## config.mk

```make
export PLATFORM = sky130hd
export DESIGN_NAME = cpu_top
export DESIGN_NICKNAME = d
export VERILOG_FILES = /design/src/common/cpu_pkg.sv /design/src/common/regfile_if.sv /design/src/cpu/decode_unit.sv /design/src/cpu/execute_unit.sv /design/src/cpu/fetch_unit.sv /design/src/cpu/hazard_unit.sv /design/src/cpu/memory_unit.sv /design/src/cpu/register_file.sv /design/src/rtl/cpu_top.sv
export VERILOG_INCLUDE_DIRS = /design/src /design/src/common
export SDC_FILE = /design/constraint.sdc
export NUM_CORES = 1
export LEC_CHECK = 0
export BUFFER_PORTS_ARGS = -buffer_cell sky130_fd_sc_hd__buf_4
export CORE_MARGIN = 1
export CORE_UTILIZATION = 40
export DETAILED_ROUTE_END_ITERATION = 10
export HOLD_SLACK_MARGIN = 0.08
export SYNTH_ARGS = -nofsm -noshare
export SYNTH_HDL_FRONTEND = slang
export SYNTH_SLANG_ARGS = --single-unit
```

## constraint.sdc

```tcl
create_clock -name Clock -period 10.1 [get_ports Clock]
set_input_delay 0 -clock Clock [delete_from_list [all_inputs] [get_ports Clock]]
set_output_delay 0 -clock Clock [all_outputs]
set_load 0.005 [all_outputs]
```

## src/common/cpu_config.svh

```systemverilog
// sizes and instruction field positions for the 16-bit pipelined CPU
// changing CPU_WORD_BITS alone is not enough; the mvt shift assumes 16 bits
// r7 doubles as the program counter and is only written by branches
`ifndef CPU_CONFIG_SVH
`define CPU_CONFIG_SVH

`define CPU_WORD_BITS   16
`define CPU_NUM_REGS    8
`define CPU_REG_BITS    3
`define CPU_OPCODE_BITS 3
`define CPU_IMM_BITS    9
`define CPU_PC_REG      7

// instruction layout: opcode | imm flag | rX | imm9 or 000000 rY
`define CPU_IMM_FLAG    12
`define CPU_RX_LSB      9
`define CPU_RY_LSB      0

// bit positions inside flags_t
`define CPU_FLAG_N      2
`define CPU_FLAG_Z      1
`define CPU_FLAG_C      0

`endif

```

## src/common/cpu_pkg.sv

```systemverilog
// shared types of the CPU pipeline
// the all-zero stage_rec_t is a bubble, so every enum starts its idle value at 0
`include "cpu_config.svh"

package cpu_pkg;

    typedef logic [`CPU_WORD_BITS-1:0] word_t;  // data, address or instruction
    typedef logic [`CPU_REG_BITS-1:0]  reg_idx_t;
    typedef logic [2:0]                flags_t;  // N Z C, see CPU_FLAG_* positions

    typedef enum logic [`CPU_OPCODE_BITS-1:0] {
        op_mv    = 3'd0,
        op_mvt_b = 3'd1,  // mvt with imm flag set, branch otherwise
        op_add   = 3'd2,
        op_sub   = 3'd3,
        op_ld    = 3'd4,
        op_st    = 3'd5,
        op_logic = 3'd6,  // not implemented, decodes as a bubble
        op_cmp   = 3'd7
    } opcode_e;

    typedef enum logic [3:0] {
        instr_nop,
        instr_mov,
        instr_mvt,
        instr_branch,
        instr_add,
        instr_sub,
        instr_load,
        instr_store,
        instr_cmp
    } instr_e;

    typedef enum logic [1:0] {alu_none, alu_mov, alu_add, alu_sub} alu_op_e;

    // encoding matches the rX field of a branch; code 7 is folded into none
    typedef enum logic [2:0] {
        cond_none, cond_eq, cond_ne, cond_cc, cond_cs, cond_pl, cond_mi
    } cond_e;

    typedef struct packed {
        word_t    op1;           // rX value, or pc for a branch
        word_t    op2;           // immediate or rY value
        word_t    result;
        reg_idx_t rx;            // destination when writeback is set
        reg_idx_t ry;
        logic     uses_ry;
        logic     writeback;
        logic     read;
        logic     write;
        instr_e   instr;
        alu_op_e  alu_op;
        logic     update_flags;
        cond_e    cond;
    } stage_rec_t;

endpackage

```

## src/common/regfile_if.sv

```systemverilog
// register file bundle shared by fetch, decode and the writeback path
// read data is combinational from the indices; writes land on the clock edge
`timescale 1ns/1ps

interface regfile_if;
    import cpu_pkg::*;

    reg_idx_t rd_x;
    reg_idx_t rd_y;
    word_t    rd_x_data;
    word_t    rd_y_data;
    word_t    pc;
    logic     pc_inc;     // bump r7 by one at the next edge
    logic     wb_en;
    reg_idx_t wb_reg;
    word_t    wb_data;

    modport decode (output rd_x, rd_y, input rd_x_data, rd_y_data, pc);
    modport fetch (output pc_inc, input pc);
    modport writeback (output wb_en, wb_reg, wb_data);
    modport regs (
        input  rd_x, rd_y, pc_inc, wb_en, wb_reg, wb_data,
        output rd_x_data, rd_y_data, pc
    );

endinterface

```

## src/cpu/decode_unit.sv

```systemverilog
// decode stage splits the instruction word and reads both operands
// a branch reads the pc as op1 and writes r7; opcode 6 and malformed cmp are bubbles
`timescale 1ns/1ps
`include "cpu_config.svh"

module decode_unit (
    input  logic                Clock,
    input  logic                Reset,
    input  cpu_pkg::word_t      fetch_word,
    input  logic                dec_stall,
    input  logic                mem_wait,
    input  logic                flush,
    output cpu_pkg::reg_idx_t   dec_rx,
    output cpu_pkg::reg_idx_t   dec_ry,
    output logic                dec_uses_ry,
    output logic                dec_is_branch,
    output cpu_pkg::stage_rec_t decode_rec,
    regfile_if.decode           rf
);
    import cpu_pkg::*;

    opcode_e    opcode;
    logic       imm_flag;
    word_t      imm_ext;
    stage_rec_t dec_next;

    assign opcode   = opcode_e'(fetch_word[`CPU_WORD_BITS-1 -: `CPU_OPCODE_BITS]);
    assign imm_flag = fetch_word[`CPU_IMM_FLAG];
    assign dec_rx   = fetch_word[`CPU_RX_LSB +: `CPU_REG_BITS];
    assign dec_ry   = fetch_word[`CPU_RY_LSB +: `CPU_REG_BITS];
    assign imm_ext  = {{(`CPU_WORD_BITS-`CPU_IMM_BITS){fetch_word[`CPU_IMM_BITS-1]}},
                       fetch_word[`CPU_IMM_BITS-1:0]};

    assign rf.rd_x = dec_rx;
    assign rf.rd_y = dec_ry;

    always_comb begin
        dec_next = '0;
        if (fetch_word != '0) begin  // zero word is what reset and flush leave behind
            dec_next.rx        = dec_rx;
            dec_next.ry        = dec_ry;
            dec_next.uses_ry   = !imm_flag;
            dec_next.op1       = rf.rd_x_data;
            dec_next.op2       = imm_flag ? imm_ext : rf.rd_y_data;
            dec_next.writeback = 1'b1;
            case (opcode)
                op_mv: begin
                    dec_next.instr  = instr_mov;
                    dec_next.alu_op = alu_mov;
                end
                op_mvt_b: begin
                    dec_next.uses_ry = 1'b0;
                    if (imm_flag) begin
                        dec_next.instr  = instr_mvt;
                        dec_next.alu_op = alu_mov;
                        dec_next.op2    = {fetch_word[7:0], 8'h00};  // low byte to the top
                    end else begin
                        // rX field carries the condition and the target is pc+offset
                        dec_next.instr  = instr_branch;
                        dec_next.alu_op = alu_add;
                        dec_next.rx     = reg_idx_t'(`CPU_PC_REG);
                        dec_next.op1    = rf.pc;
                        dec_next.op2    = imm_ext;
                        dec_next.cond   = (dec_rx == 3'd7) ? cond_none : cond_e'(dec_rx);
                    end
                end
                op_add: begin
                    dec_next.instr  = instr_add;
                    dec_next.alu_op = alu_add;
                end
                op_sub: begin
                    dec_next.instr  = instr_sub;
                    dec_next.alu_op = alu_sub;
                end
                op_ld: begin
                    dec_next.instr = instr_load;
                    dec_next.read  = 1'b1;
                end
                op_st: begin
                    dec_next.instr     = instr_store;
                    dec_next.write     = 1'b1;
                    dec_next.writeback = 1'b0;
                end
                op_cmp: begin
                    if (imm_flag || fetch_word[`CPU_IMM_BITS-1:`CPU_REG_BITS] == '0) begin
                        dec_next.instr        = instr_cmp;
                        dec_next.alu_op       = alu_sub;
                        dec_next.update_flags = 1'b1;
                        dec_next.writeback    = 1'b0;
                    end else begin
                        dec_next = '0;
                    end
                end
                default: dec_next = '0;  // logic opcode
            endcase
        end
    end

    assign dec_uses_ry   = dec_next.uses_ry;
    assign dec_is_branch = dec_next.instr == instr_branch;

    always_ff @(posedge Clock or posedge Reset) begin
        if (Reset) begin
            decode_rec <= '0;
        end else if (!mem_wait) begin
            if (flush || dec_stall)
                decode_rec <= '0;
            else
                decode_rec <= dec_next;
        end
    end

    // a stalled word must still be waiting in fetch one cycle later
    a_word_held_on_stall: assert property (@(posedge Clock) disable iff (Reset)
        (dec_stall || mem_wait) && !flush |=> $stable(fetch_word));

endmodule

```

## src/cpu/execute_unit.sv

```systemverilog
// execute stage with the ALU and its carry, the flags register and the condition check
// only cmp writes the flags; a failed condition leaves a bubble
// a taken branch flushes fetch and decode but nothing older
`timescale 1ns/1ps
`include "cpu_config.svh"

module execute_unit (
    input  logic                Clock,
    input  logic                Reset,
    input  cpu_pkg::stage_rec_t decode_rec,
    input  logic                mem_wait,
    output logic                flush,
    output cpu_pkg::stage_rec_t exec_rec
);
    import cpu_pkg::*;

    flags_t     flags;
    word_t      alu_result;
    logic       alu_carry;  // borrow on sub
    logic       cond_met;
    stage_rec_t exec_next;

    always_comb begin
        alu_result = '0;
        alu_carry  = 1'b0;
        case (decode_rec.alu_op)
            alu_mov: alu_result = decode_rec.op2;
            alu_add: {alu_carry, alu_result} = {1'b0, decode_rec.op1} + {1'b0, decode_rec.op2};
            alu_sub: {alu_carry, alu_result} = {1'b0, decode_rec.op1} - {1'b0, decode_rec.op2};
            default: ;
        endcase
    end

    always_comb begin
        case (decode_rec.cond)
            cond_eq: cond_met = flags[`CPU_FLAG_Z];
            cond_ne: cond_met = !flags[`CPU_FLAG_Z];
            cond_cc: cond_met = !flags[`CPU_FLAG_C];
            cond_cs: cond_met = flags[`CPU_FLAG_C];
            cond_pl: cond_met = !flags[`CPU_FLAG_Z] && !flags[`CPU_FLAG_N];
            cond_mi: cond_met = !flags[`CPU_FLAG_Z] && flags[`CPU_FLAG_N];
            default: cond_met = 1'b1;
        endcase
    end

    always_comb begin
        exec_next        = decode_rec;
        exec_next.result = alu_result;
        if (!cond_met)
            exec_next = '0;
    end

    // held back while memory waits since decode would then lose the branch
    assign flush = cond_met && decode_rec.instr == instr_branch && !mem_wait;

    always_ff @(posedge Clock or posedge Reset) begin
        if (Reset) begin
            exec_rec <= '0;
            flags    <= '0;
        end else if (!mem_wait) begin
            exec_rec <= exec_next;
            if (decode_rec.update_flags) begin
                flags[`CPU_FLAG_N] <= alu_result[`CPU_WORD_BITS-1];
                flags[`CPU_FLAG_Z] <= alu_result == '0;
                flags[`CPU_FLAG_C] <= alu_carry;
            end
        end
    end

    // the instruction behind a taken branch never reaches execute
    a_flush_clears_decode: assert property (@(posedge Clock) disable iff (Reset)
        flush |=> decode_rec == '0);

endmodule

```

## src/cpu/fetch_unit.sv

```systemverilog
// fetch stage addresses the instruction at pc+1 and latches it
// the pc sits one behind the fetch address, so it resets to all ones
`timescale 1ns/1ps

module fetch_unit (
    input  logic           Clock,
    input  logic           Reset,
    input  cpu_pkg::word_t InstrIn,
    output cpu_pkg::word_t InstrAddr,
    input  logic           dec_stall,
    input  logic           mem_wait,
    input  logic           flush,
    output cpu_pkg::word_t fetch_word,
    regfile_if.fetch       rf
);
    import cpu_pkg::*;

    logic stalled;

    assign stalled   = dec_stall || mem_wait;
    assign InstrAddr = stalled ? rf.pc : rf.pc + 1'b1;
    assign rf.pc_inc = !stalled;  // pc follows the word just taken

    always_ff @(posedge Clock or posedge Reset) begin
        if (Reset) begin
            fetch_word <= '0;
        end else if (flush) begin
            fetch_word <= '0;  // zero word decodes as a bubble
        end else if (!stalled) begin
            fetch_word <= InstrIn;
        end
    end

    // a taken branch always sits under the branch stall so the pc never moves past it
    a_no_inc_on_flush: assert property (@(posedge Clock) disable iff (Reset)
        flush |-> !rf.pc_inc);

endmodule

```

## src/cpu/hazard_unit.sv

```systemverilog
// front-end stall, no forwarding paths exist
// decode waits until every older writer of its sources has left the memory register
// any branch still in flight also holds decode, since the pc is not yet known
`timescale 1ns/1ps

module hazard_unit (
    input  cpu_pkg::reg_idx_t   dec_rx,
    input  cpu_pkg::reg_idx_t   dec_ry,
    input  logic                dec_uses_ry,
    input  logic                dec_is_branch,
    input  cpu_pkg::stage_rec_t decode_rec,
    input  cpu_pkg::stage_rec_t exec_rec,
    input  cpu_pkg::stage_rec_t mem_rec,
    output logic                dec_stall
);
    import cpu_pkg::*;

    logic [2:0] raw_hit;  // decode, execute, memory register
    logic       branch_pending;

    // rX of a branch is a condition code, not a source
    function automatic logic raw_match(input stage_rec_t rec);
        return rec.writeback &&
               ((!dec_is_branch && rec.rx == dec_rx) || (dec_uses_ry && rec.rx == dec_ry));
    endfunction

    assign raw_hit[0] = raw_match(decode_rec);
    assign raw_hit[1] = raw_match(exec_rec);
    assign raw_hit[2] = raw_match(mem_rec);

    assign branch_pending = decode_rec.instr == instr_branch ||
                            exec_rec.instr == instr_branch ||
                            mem_rec.instr == instr_branch;

    assign dec_stall = |raw_hit || branch_pending;

endmodule

```

## src/cpu/memory_unit.sv

```systemverilog
// memory stage, drives the data port straight from the execute register
// a request stays up until DataDone; meanwhile a bubble enters the memory register
`timescale 1ns/1ps

module memory_unit (
    input  logic                Clock,
    input  logic                Reset,
    input  cpu_pkg::stage_rec_t exec_rec,
    input  cpu_pkg::word_t      DataIn,
    input  logic                DataDone,
    output cpu_pkg::word_t      DataAddr,
    output cpu_pkg::word_t      DataOut,
    output logic                ReadData,
    output logic                WriteData,
    output logic                mem_wait,
    output cpu_pkg::stage_rec_t mem_rec,
    regfile_if.writeback        rf
);
    import cpu_pkg::*;

    assign DataAddr  = exec_rec.op2;
    assign DataOut   = exec_rec.op1;  // store data is rX
    assign ReadData  = exec_rec.read;
    assign WriteData = exec_rec.write;
    assign mem_wait  = (exec_rec.read || exec_rec.write) && !DataDone;

    always_ff @(posedge Clock or posedge Reset) begin
        if (Reset) begin
            mem_rec <= '0;
        end else if (mem_wait) begin
            mem_rec <= '0;
        end else begin
            mem_rec <= exec_rec;
            if (exec_rec.read)
                mem_rec.result <= DataIn;
        end
    end

    // writeback happens from the memory register at the next edge
    assign rf.wb_en   = mem_rec.writeback;
    assign rf.wb_reg  = mem_rec.rx;
    assign rf.wb_data = mem_rec.result;

    a_rd_wr_excl: assert property (@(posedge Clock) disable iff (Reset)
        !(ReadData && WriteData));

endmodule

```

## src/cpu/register_file.sv

```systemverilog
// eight general registers, r7 is the pc and resets to all ones
// reads are combinational and see a write only after the edge
// on r7 a writeback (branch target) wins over the fetch increment
`timescale 1ns/1ps
`include "cpu_config.svh"

module register_file (
    input  logic     Clock,
    input  logic     Reset,
    regfile_if.regs  rf
);
    import cpu_pkg::*;

    word_t regs [`CPU_NUM_REGS];

    always_ff @(posedge Clock or posedge Reset) begin
        if (Reset) begin
            for (int i = 0; i < `CPU_NUM_REGS; i++)
                regs[i] <= '0;
            regs[`CPU_PC_REG] <= '1;  // first fetch address is pc+1 = 0
        end else begin
            if (rf.pc_inc)
                regs[`CPU_PC_REG] <= regs[`CPU_PC_REG] + 1'b1;
            if (rf.wb_en)
                regs[rf.wb_reg] <= rf.wb_data;  // last assignment wins
        end
    end

    assign rf.rd_x_data = regs[rf.rd_x];
    assign rf.rd_y_data = regs[rf.rd_y];
    assign rf.pc        = regs[`CPU_PC_REG];

endmodule

```

## src/rtl/cpu_top.sv

```systemverilog
// five-stage 16-bit CPU, eight registers with r7 as program counter
// InstrIn must answer InstrAddr in the same cycle
// DataIn is sampled in the cycle DataDone is high; ReadData/WriteData hold until then
// no forwarding, RAW hazards and in-flight branches stall the front end
`timescale 1ns/1ps

module cpu_top (
    input  logic           Clock,
    input  logic           Reset,
    input  cpu_pkg::word_t InstrIn,
    input  cpu_pkg::word_t DataIn,
    input  logic           DataDone,
    output cpu_pkg::word_t InstrAddr,
    output cpu_pkg::word_t DataAddr,
    output cpu_pkg::word_t DataOut,
    output logic           ReadData,
    output logic           WriteData
);
    import cpu_pkg::*;

    word_t      fetch_word;
    reg_idx_t   dec_rx;
    reg_idx_t   dec_ry;
    logic       dec_uses_ry;
    logic       dec_is_branch;
    stage_rec_t decode_rec;
    stage_rec_t exec_rec;
    stage_rec_t mem_rec;
    logic       dec_stall;
    logic       mem_wait;
    logic       flush;

    regfile_if rf_bus ();

    fetch_unit fetch_unit_i (
        .Clock, .Reset, .InstrIn, .InstrAddr,
        .dec_stall, .mem_wait, .flush, .fetch_word,
        .rf (rf_bus.fetch)
    );

    decode_unit decode_unit_i (
        .Clock, .Reset, .fetch_word,
        .dec_stall, .mem_wait, .flush,
        .dec_rx, .dec_ry, .dec_uses_ry, .dec_is_branch, .decode_rec,
        .rf (rf_bus.decode)
    );

    hazard_unit hazard_unit_i (
        .dec_rx, .dec_ry, .dec_uses_ry, .dec_is_branch,
        .decode_rec, .exec_rec, .mem_rec, .dec_stall
    );

    execute_unit execute_unit_i (
        .Clock, .Reset, .decode_rec, .mem_wait, .flush, .exec_rec
    );

    memory_unit memory_unit_i (
        .Clock, .Reset, .exec_rec, .DataIn, .DataDone,
        .DataAddr, .DataOut, .ReadData, .WriteData,
        .mem_wait, .mem_rec,
        .rf (rf_bus.writeback)
    );

    register_file register_file_i (
        .Clock, .Reset,
        .rf (rf_bus.regs)
    );

endmodule

```

== Word-level counts from Yosys, hierarchy flattened ==
Cells that the tools add are included.
Word-level totals
  memories kept: 0
  ROM bits: 0
  flip-flop bits (word level): 291
  latch bits: 0
  output and inout bits: 50
  bits in writable memories: 0
Operators by class
  add/sub/neg operators: 3
  multiply operators: 0
  div/mod/pow operators: 0
  magnitude comparators: 4
  multiplexer cells: 42
  equality and inequality tests: 27
  shift operators: 0
  reduce and logical (&&, ||, !) cells: 41
  bitwise gates (word level): 4
Operators with widths (count)
  2-to-1 mux 16 bit: 14
  2-to-1 mux 68 bit: 3
  bitwise mux 128 bit: 1
  binary-select mux 16 bit (select 3 bit): 2
  one-hot mux 32 bit (3 select lines): 1
  2-to-1 mux 55 bit: 1
  demux 16 bit (select 3 bit): 1
  one-hot mux 16 bit (3 select lines): 1
  2-to-1 mux 36 bit: 1
  one-hot mux 4 bit (7 select lines): 1
  == test 3 bit (second input constant): 7
  == test 3 bit: 6
  adder 16 x 16 -> 17 bit: 1
  subtractor 16 x 16 -> 17 bit: 1
  adder 16 x 1 -> 16 bit (second input constant): 1
  == test 4 x 2 -> 1 bit (second input constant): 4
  zero test 16 bit: 1
  nonzero test 16 bit: 1
  logical AND 1 bit: 15
  2-to-1 mux 3 bit: 5
  == test 3 x 2 -> 1 bit (second input constant): 4
  >= comparator 4 bit (second input constant): 3
  NOT 3 -> 4 bit: 3
  logical OR 1 bit: 10
  other kinds (20): 33

== Depth between registers and ports, before layout ==
  word-level depth: 19
  gate-level depth with buffers: 14

== Cells and area by module ==
A second synthesis with hierarchy kept.
Unflattened totals
  cell total of the unflattened synthesis: 1793
  area total of the unflattened synthesis: 19354.8 um^2
By module, submodules not included
  register_file: seq. area each 3223.1 um^2, times used 1, area each 7110.6 um^2, cells each 473
  execute_unit: seq. area each 1776.7 um^2, times used 1, area each 4614.4 um^2, cells each 567
  decode_unit: seq. area each 1301.2 um^2, times used 1, area each 3400.8 um^2, cells each 364
  memory_unit: seq. area each 1701.6 um^2, times used 1, area each 2987.9 um^2, cells each 237
  fetch_unit: seq. area each 400.4 um^2, times used 1, area each 987.2 um^2, cells each 118
  hazard_unit: seq. area each 0.0 um^2, times used 1, area each 254.0 um^2, cells each 34

== Worst setup path before layout ==
OpenSTA, ideal clock, no wires.
  kind: register to register
  start: register fetch_unit_i.fetch_word[14]
  end: register register_file_i.regs, in the netlist register_file_i.rf.pc[11]
  required time: 10.018 ns
  data arrival time: 2.609 ns
  path buffers: 2
  library setup time: 0.082 ns
  path slack: 7.409 ns
  stages on the path, launching flop included: 13
  path through: dfrtp_1 > clkbuf_1 > clkbuf_1 > inv_1 > ha_1 > nor4b_1 > nand3_1 > nor2_1 > o31ai_1 > nand4_2 > nor4_1 > xor2_1 > mux2_2
On the way
  longest elaborated chain between the ends: 14
  elaborated cells on any way between the ends: 32
  classes of those cells: eq/ne (7); mux (6); reduce/logical (19)
Ends and longest elaborated chain
  from (decl): RTL line fetch_unit.sv:13  | output cpu_pkg::word_t fetch_word,
  from (signal assigned): RTL line fetch_unit.sv:30  | fetch_word <= InstrIn;
  == test 3 bit (tied with other cells): RTL line decode_unit.sv:46  | case (opcode)
  one-hot mux 4 bit (7 select lines): RTL line decode_unit.sv:46
  2-to-1 mux 68 bit (*): RTL line decode_unit.sv:39  | if (fetch_word != '0) begin
  == test 4 x 2 -> 1 bit: RTL line decode_unit.sv:100  | assign dec_is_branch = dec_next.instr == instr_branch;
  zero test 1 bit: RTL line hazard_unit.sv:24  | ((!dec_is_branch && rec.rx == dec_rx) || (dec_uses_ry && rec.rx == dec_ry));
  logical AND 1 bit: RTL line hazard_unit.sv:24
  logical OR 1 bit: RTL line hazard_unit.sv:24
  logical AND 1 bit: RTL line hazard_unit.sv:23  | return rec.writeback &&
  OR reduction 3 bit (*): RTL line hazard_unit.sv:35  | assign dec_stall = |raw_hit || branch_pending;
  logical OR 1 bit (*): RTL line hazard_unit.sv:35
  logical OR 1 bit (*): RTL line fetch_unit.sv:20  | assign stalled = dec_stall || mem_wait;
  2-to-1 mux 16 bit (*)
  net InstrAddr[11]: RTL line cpu_top.sv:13  | output cpu_pkg::word_t InstrAddr,
  bitwise mux 128 bit: RTL line register_file.sv:25  | regs[rf.wb_reg] <= rf.wb_data;
  2-to-1 mux 16 bit (*): RTL line register_file.sv:24  | if (rf.wb_en)
  to (signal, indexed assignment): RTL line register_file.sv:23  | regs[`CPU_PC_REG] <= regs[`CPU_PC_REG] + 1'b1;
  to (signal, indexed assignment): RTL line register_file.sv:25
  to (decl): RTL line register_file.sv:14  | word_t regs [`CPU_NUM_REGS];
The timed path passes the listed nets; every way through them passes the cells marked *.
A chain may end at the register's enable or synchronous reset.

== Final worst setup path ==
  start: register fetch_unit_i.fetch_word[14]
  end: register, netlist name decode_unit_i.decode_rec[62]
On the way
  longest elaborated chain between the ends: 12
  elaborated cells on any way between the ends: 31
  classes of those cells: eq/ne (7); mux (5); reduce/logical (19)
Ends and longest elaborated chain
  == test 3 bit (tied with other cells): RTL line decode_unit.sv:46
  one-hot mux 4 bit (7 select lines): RTL line decode_unit.sv:46
  2-to-1 mux 68 bit (*): RTL line decode_unit.sv:39
  == test 4 x 2 -> 1 bit: RTL line decode_unit.sv:100
  zero test 1 bit: RTL line hazard_unit.sv:24
  logical AND 1 bit: RTL line hazard_unit.sv:24
  logical OR 1 bit: RTL line hazard_unit.sv:24
  logical AND 1 bit: RTL line hazard_unit.sv:23
  OR reduction 3 bit: RTL line hazard_unit.sv:35
  logical OR 1 bit: RTL line hazard_unit.sv:35
  logical OR 1 bit: RTL line decode_unit.sv:106  | if (flush || dec_stall)
  2-to-1 mux 68 bit (*): RTL line decode_unit.sv:106
Every way passes the cells marked *; elsewhere a longest branch is shown, timed or not.

==> flow_results.xml <==
<?xml version="1.0" encoding="UTF-8"?>
<metrics>
  <group name="run_status">
    <metric name="status" unit="">finished, final reports clean</metric>
  </group>
  <group name="critical_path">
    <metric name="crit_family" unit="">simple AND/OR/NAND/NOR gates</metric>
    <metric name="endpoint_kind" unit="">flop</metric>
    <metric name="setup.worst_path.class" unit="">flop to flop</metric>
    <metric name="cp.depth" unit="">11</metric>
    <metric name="timing.critical_path.mode_cell" unit="">sky130_fd_sc_hd__nor2_1</metric>
    <metric name="cp-start-kind" unit="">flop</metric>
    <metric name="cp_data_required_time" unit="ns">10.58</metric>
    <metric name="crit_path_top_delay_cell" unit="">sky130_fd_sc_hd__nand2_1</metric>
    <metric name="worst_path_largest_cell_delay" unit="ns">0.86</metric>
    <metric name="worst_r2r_path_depth" unit="">11</metric>
    <metric name="wp_buf_inv" unit="">2</metric>
    <metric name="worst-path-max-fanout" unit="">49</metric>
    <metric name="worst_ep_arrival_time" unit="ns">4.75</metric>
    <metric name="crit_path_cell_trace" unit="">inv_1 -&gt; ha_1 -&gt; nor4b_1 -&gt; nand3_1 -&gt; nor2_1 -&gt; o31ai_1 -&gt; nand4_2 -&gt; buf_4 -&gt; nor2_1 -&gt; nand2_1 -&gt; o21ai_0</metric>
  </group>
  <group name="logic_synthesis">
    <metric name="synth-main-ff-cell" unit="">sky130_fd_sc_hd__dfrtp_1</metric>
    <metric name="count_of_state_elements_after_synthesis" unit="">277</metric>
    <metric name="postSynthAreaPerCell" unit="µm²">10.81</metric>
    <metric name="synthDominantCellAreaShare" unit="">0.4123</metric>
    <metric name="synth.lib_cells_used.distinct" unit="">74</metric>
    <metric name="synth_top_area_cell" unit="">sky130_fd_sc_hd__dfrtp_1</metric>
    <metric name="synth-seq-area-share" unit="">0.4389</metric>
    <metric name="postSynthNetCount" unit="">1539</metric>
    <metric name="yosys-top-cells-count" unit="">sky130_fd_sc_hd__dfrtp_1 (261), sky130_fd_sc_hd__nand2_1 (165), sky130_fd_sc_hd__mux2_2 (134)</metric>
    <metric name="synth.area.top_cells" unit="">sky130_fd_sc_hd__dfrtp_1 (41%), sky130_fd_sc_hd__mux2_2 (9.5%), sky130_fd_sc_hd__mux4_2 (9.1%)</metric>
    <metric name="number_of_enable_flip_flop_cells_after_synthesis" unit="">0</metric>
    <metric name="async_reset_ff_frac" unit="">1.000</metric>
    <metric name="netlist_instances" unit="">1465</metric>
    <metric name="ys_warnings" unit="">0</metric>
    <metric name="yosys.cell_count.top_type" unit="">sky130_fd_sc_hd__dfrtp_1</metric>
    <metric name="netlist_area" unit="mm²">0.01584</metric>
  </group>
  <group name="global_routing">
    <metric name="grt.overflow.total" unit="">0</metric>
    <metric name="gr_util_all_layers" unit="">0.2261</metric>
    <metric name="grt_first_pass_wirelength" unit="µm">71010</metric>
    <metric name="largest_net_degree_at_the_start_of_global_routing" unit="">124</metric>
    <metric name="grt_pass1_vias" unit="">11970</metric>
    <metric name="antenna_found_initial" unit="">0</metric>
  </group>
  <group name="final_layout">
    <metric name="antenna_cells_inserted" unit="">0</metric>
    <metric name="top_register" unit="">register_file_i.regs</metric>
    <metric name="drive_gt1_frac" unit="">0.2711</metric>
    <metric name="top_regs" unit="">register_file_i.regs x112, execute_unit_i.exec_rec x58, decode_unit_i.decode_rec x48</metric>
    <metric name="area_delta_synth_final" unit="%">14.48</metric>
    <metric name="fill_cells" unit="">3599</metric>
    <metric name="largest_register_ffs" unit="">112</metric>
    <metric name="layout.nets" unit="">1581</metric>
  </group>
  <group name="timing">
    <metric name="finClkSkew" unit="ns">0.01477</metric>
    <metric name="finalCriticalPeriod" unit="ns">4.267</metric>
    <metric name="slew_viol_final" unit="">0</metric>
    <metric name="finalSetupViolations" unit="">0</metric>
    <metric name="finalHoldWorstSlack" unit="ns">0.1601</metric>
    <metric name="finalSetupTns" unit="ns">0</metric>
    <metric name="timing_worst_slew_pin_value" unit="ns">1.110</metric>
    <metric name="unrepaired_setup_endpoints_after_global_routing" unit="">false</metric>
    <metric name="report.final.hold_viol_count" unit="">0</metric>
    <metric name="fmax" unit="MHz">234.4</metric>
    <metric name="period_share" unit="">0.4225</metric>
    <metric name="worst_slew_margin_rel" unit="">0.2602</metric>
  </group>
  <group name="min_path">
    <metric name="worst_hold_path_type" unit="">primary input to asynchronous set/reset pin</metric>
  </group>
  <group name="placement">
    <metric name="count_of_input_and_output_buffers" unit="">84</metric>
    <metric name="place_congestion" unit="">0.8594</metric>
    <metric name="detailed_place_hpwl" unit="µm">30950</metric>
  </group>
  <group name="detailed_routing">
    <metric name="wl_per_cell" unit="µm">21.88</metric>
    <metric name="routed_via_density" unit="">5.719</metric>
    <metric name="ant_nets" unit="">0</metric>
    <metric name="drc" unit="">0</metric>
    <metric name="detailroute.via_count" unit="">11720</metric>
    <metric name="routed_wl" unit="µm">44840</metric>
    <metric name="detailedRoute.firstPassIterationCount" unit="">5</metric>
    <metric name="initialDrtViolationCount" unit="">780</metric>
  </group>
  <group name="power">
    <metric name="power_per_cell_area" unit="mW/mm²">341.4</metric>
    <metric name="peakVddDrop" unit="mV">0.1968</metric>
    <metric name="power.leakage" unit="µW">0.008003</metric>
  </group>
  <group name="clock_network">
    <metric name="cts_made_buffers" unit="">31</metric>
    <metric name="cts_sinks" unit="">277</metric>
    <metric name="cts_setup_buffers" unit="">0</metric>
    <metric name="tritoncts" unit="">yes</metric>
    <metric name="cts.htree.levels" unit="">1</metric>
    <metric name="worst_setup_hold_path_clk_slew" unit="ns">0.07</metric>
    <metric name="clock_latency_reported_for_the_late_side_of_the_worst_skew_pair" unit="ns">0.59</metric>
    <metric name="cts-root-buf" unit="">sky130_fd_sc_hd__clkbuf_16</metric>
    <metric name="cts_max_path_buffers" unit="">3</metric>
  </group>
  <group name="floorplanning">
    <metric name="initial_core_util" unit="">0.4080</metric>
    <metric name="floorplan.die_area" unit="mm²">0.04040</metric>
    <metric name="die_extent_in_y" unit="µm">201</metric>
    <metric name="dieWidth" unit="µm">201</metric>
    <metric name="design.core.area" unit="mm²">0.03883</metric>
    <metric name="io_pins" unit="">85</metric>
    <metric name="fp-row-count" unit="">72</metric>
  </group>
  <group name="flow_run">
    <metric name="timing.max_cap.violations" unit="">0</metric>
  </group>
</metrics>
==> cells by family (layout without fill, tap and decap cells) <==
logic type | Yosys count | in the layout | share of synthesized area
DFF | 277 | 277 | 0.4389
AOI/OAI and AO/OA | 281 | 281 | 0.1139
adders and majority gates | 39 | 39 | 0.03175
and+or+nand+nor | 385 | 385 | 0.1178
buffers and inverters | 193 | 259 | 0.05648
muxes | 242 | 242 | 0.2147
xor gates and xnor gates | 48 | 48 | 0.02654
==> where the power goes <==
part           internal, µW  switching (µW)
Combinational          1290            1650
Sequential             1540             507
Clock                   723             487
==> repair_timing <==
action                                 CTS  global route
hold buffers                            34             0
resized for setup                        0             0
endpoints found under the hold margin  148             0
setup endpoints to repair                0             0
==> tightest hold or removal path, cell delays in order <==
cell and delay [ns]:
sky130_fd_sc_hd__dlygate4sd3_1 0.54, sky130_fd_sc_hd__buf_4 0.16, sky130_fd_sc_hd__inv_8 0.57
==> layout make-up <==
cell class / count / area (µm²) / area share
Clock inverter: 19 / 252.7 / 0.01394
Clock buffer: 38 / 842.1 / 0.04644
Sequential cell: 277 / 6954 / 0.3835
Timing Repair Buffer: 145 / 1174 / 0.06472
Multi-Input combinational cell: 995 / 8041 / 0.4435
Inverter: 57 / 221.5 / 0.01221
Tap cell: 518 / 648.1 / 0.03574
==> placed cells by master, fill, tap and decap left out, types with 16 or more instances in the layout <==
master,instances
sky130_fd_sc_hd__dfrtp_1,259
sky130_fd_sc_hd__nand2_1,165
sky130_fd_sc_hd__mux2_2,134
sky130_fd_sc_hd__buf_4,111
sky130_fd_sc_hd__o21ai_0,101
sky130_fd_sc_hd__nor2_1,65
sky130_fd_sc_hd__mux4_2,64
sky130_fd_sc_hd__inv_1,54
sky130_fd_sc_hd__a21oi_1,44
sky130_fd_sc_hd__mux2i_1,42
sky130_fd_sc_hd__nand3_1,39
sky130_fd_sc_hd__ha_1,37
sky130_fd_sc_hd__dlygate4sd3_1,34
sky130_fd_sc_hd__clkbuf_16,31
sky130_fd_sc_hd__xnor2_1,30
sky130_fd_sc_hd__o31ai_1,28
sky130_fd_sc_hd__nor3_1,27
sky130_fd_sc_hd__xor2_1,18
sky130_fd_sc_hd__o22ai_1,17
sky130_fd_sc_hd__dfstp_2,16
==> through the flow <==
step                      setup WS [ns]  area [µm²]  power [µW]  std cells    util
after floorplan                   2.489       15840        4103       1465       -
after global placement            5.922       16700        4934       1958  0.4301
after detailed placement          5.899       16700        4973       1958  0.4301
after CTS                         5.874       18130        6228       2049  0.4670
after global routing              5.405       18130        6604       2049  0.4670
final                             5.833       18130        6192       2049  0.4670
==> metal layers <==
| layer | track usage | vias up | share of wire | routed length [µm] |
|---|---|---|---|---|
| li1 | - | 5367 | - | - |
| met1 | 0.3180 | 6007 | 0.46 | 20460 |
| met2 | 0.3664 | 275 | 0.48 | 21410 |
| met3 | 0.02987 | 69 | 0.040 | 1804 |
| met4 | 0.06161 | 0 | 0.026 | 1164 |
| met5 | 0 | - | 0 | 0 |
==> final timing paths <==
check | from | slack (ns) | to
hold / removal | Reset | 0.16 | execute_unit_i.exec_rec[56]$_DFFE_PP0N_
setup reg to reg | fetch_unit_i.fetch_word[14]$_DFFE_PP0P_ | 5.83 | decode_unit_i.decode_rec[62]$_DFFE_PP0N_
setup / recovery | fetch_unit_i.fetch_word[14]$_DFFE_PP0P_ | 5.83 | decode_unit_i.decode_rec[62]$_DFFE_PP0N_
min in group Clock | DataDone | 0.20 | execute_unit_i.exec_rec[11]$_DFFE_PP0N_
hold reg to reg | decode_unit_i.decode_rec[10]$_DFFE_PP0N_ | 0.47 | decode_unit_i.decode_rec[10]$_DFFE_PP0N_
max in group asynchronous | Reset | 8.35 | register_file_i.regs[66]$_DFFE_PP0P_
Power figures use the tool's default switching activity.
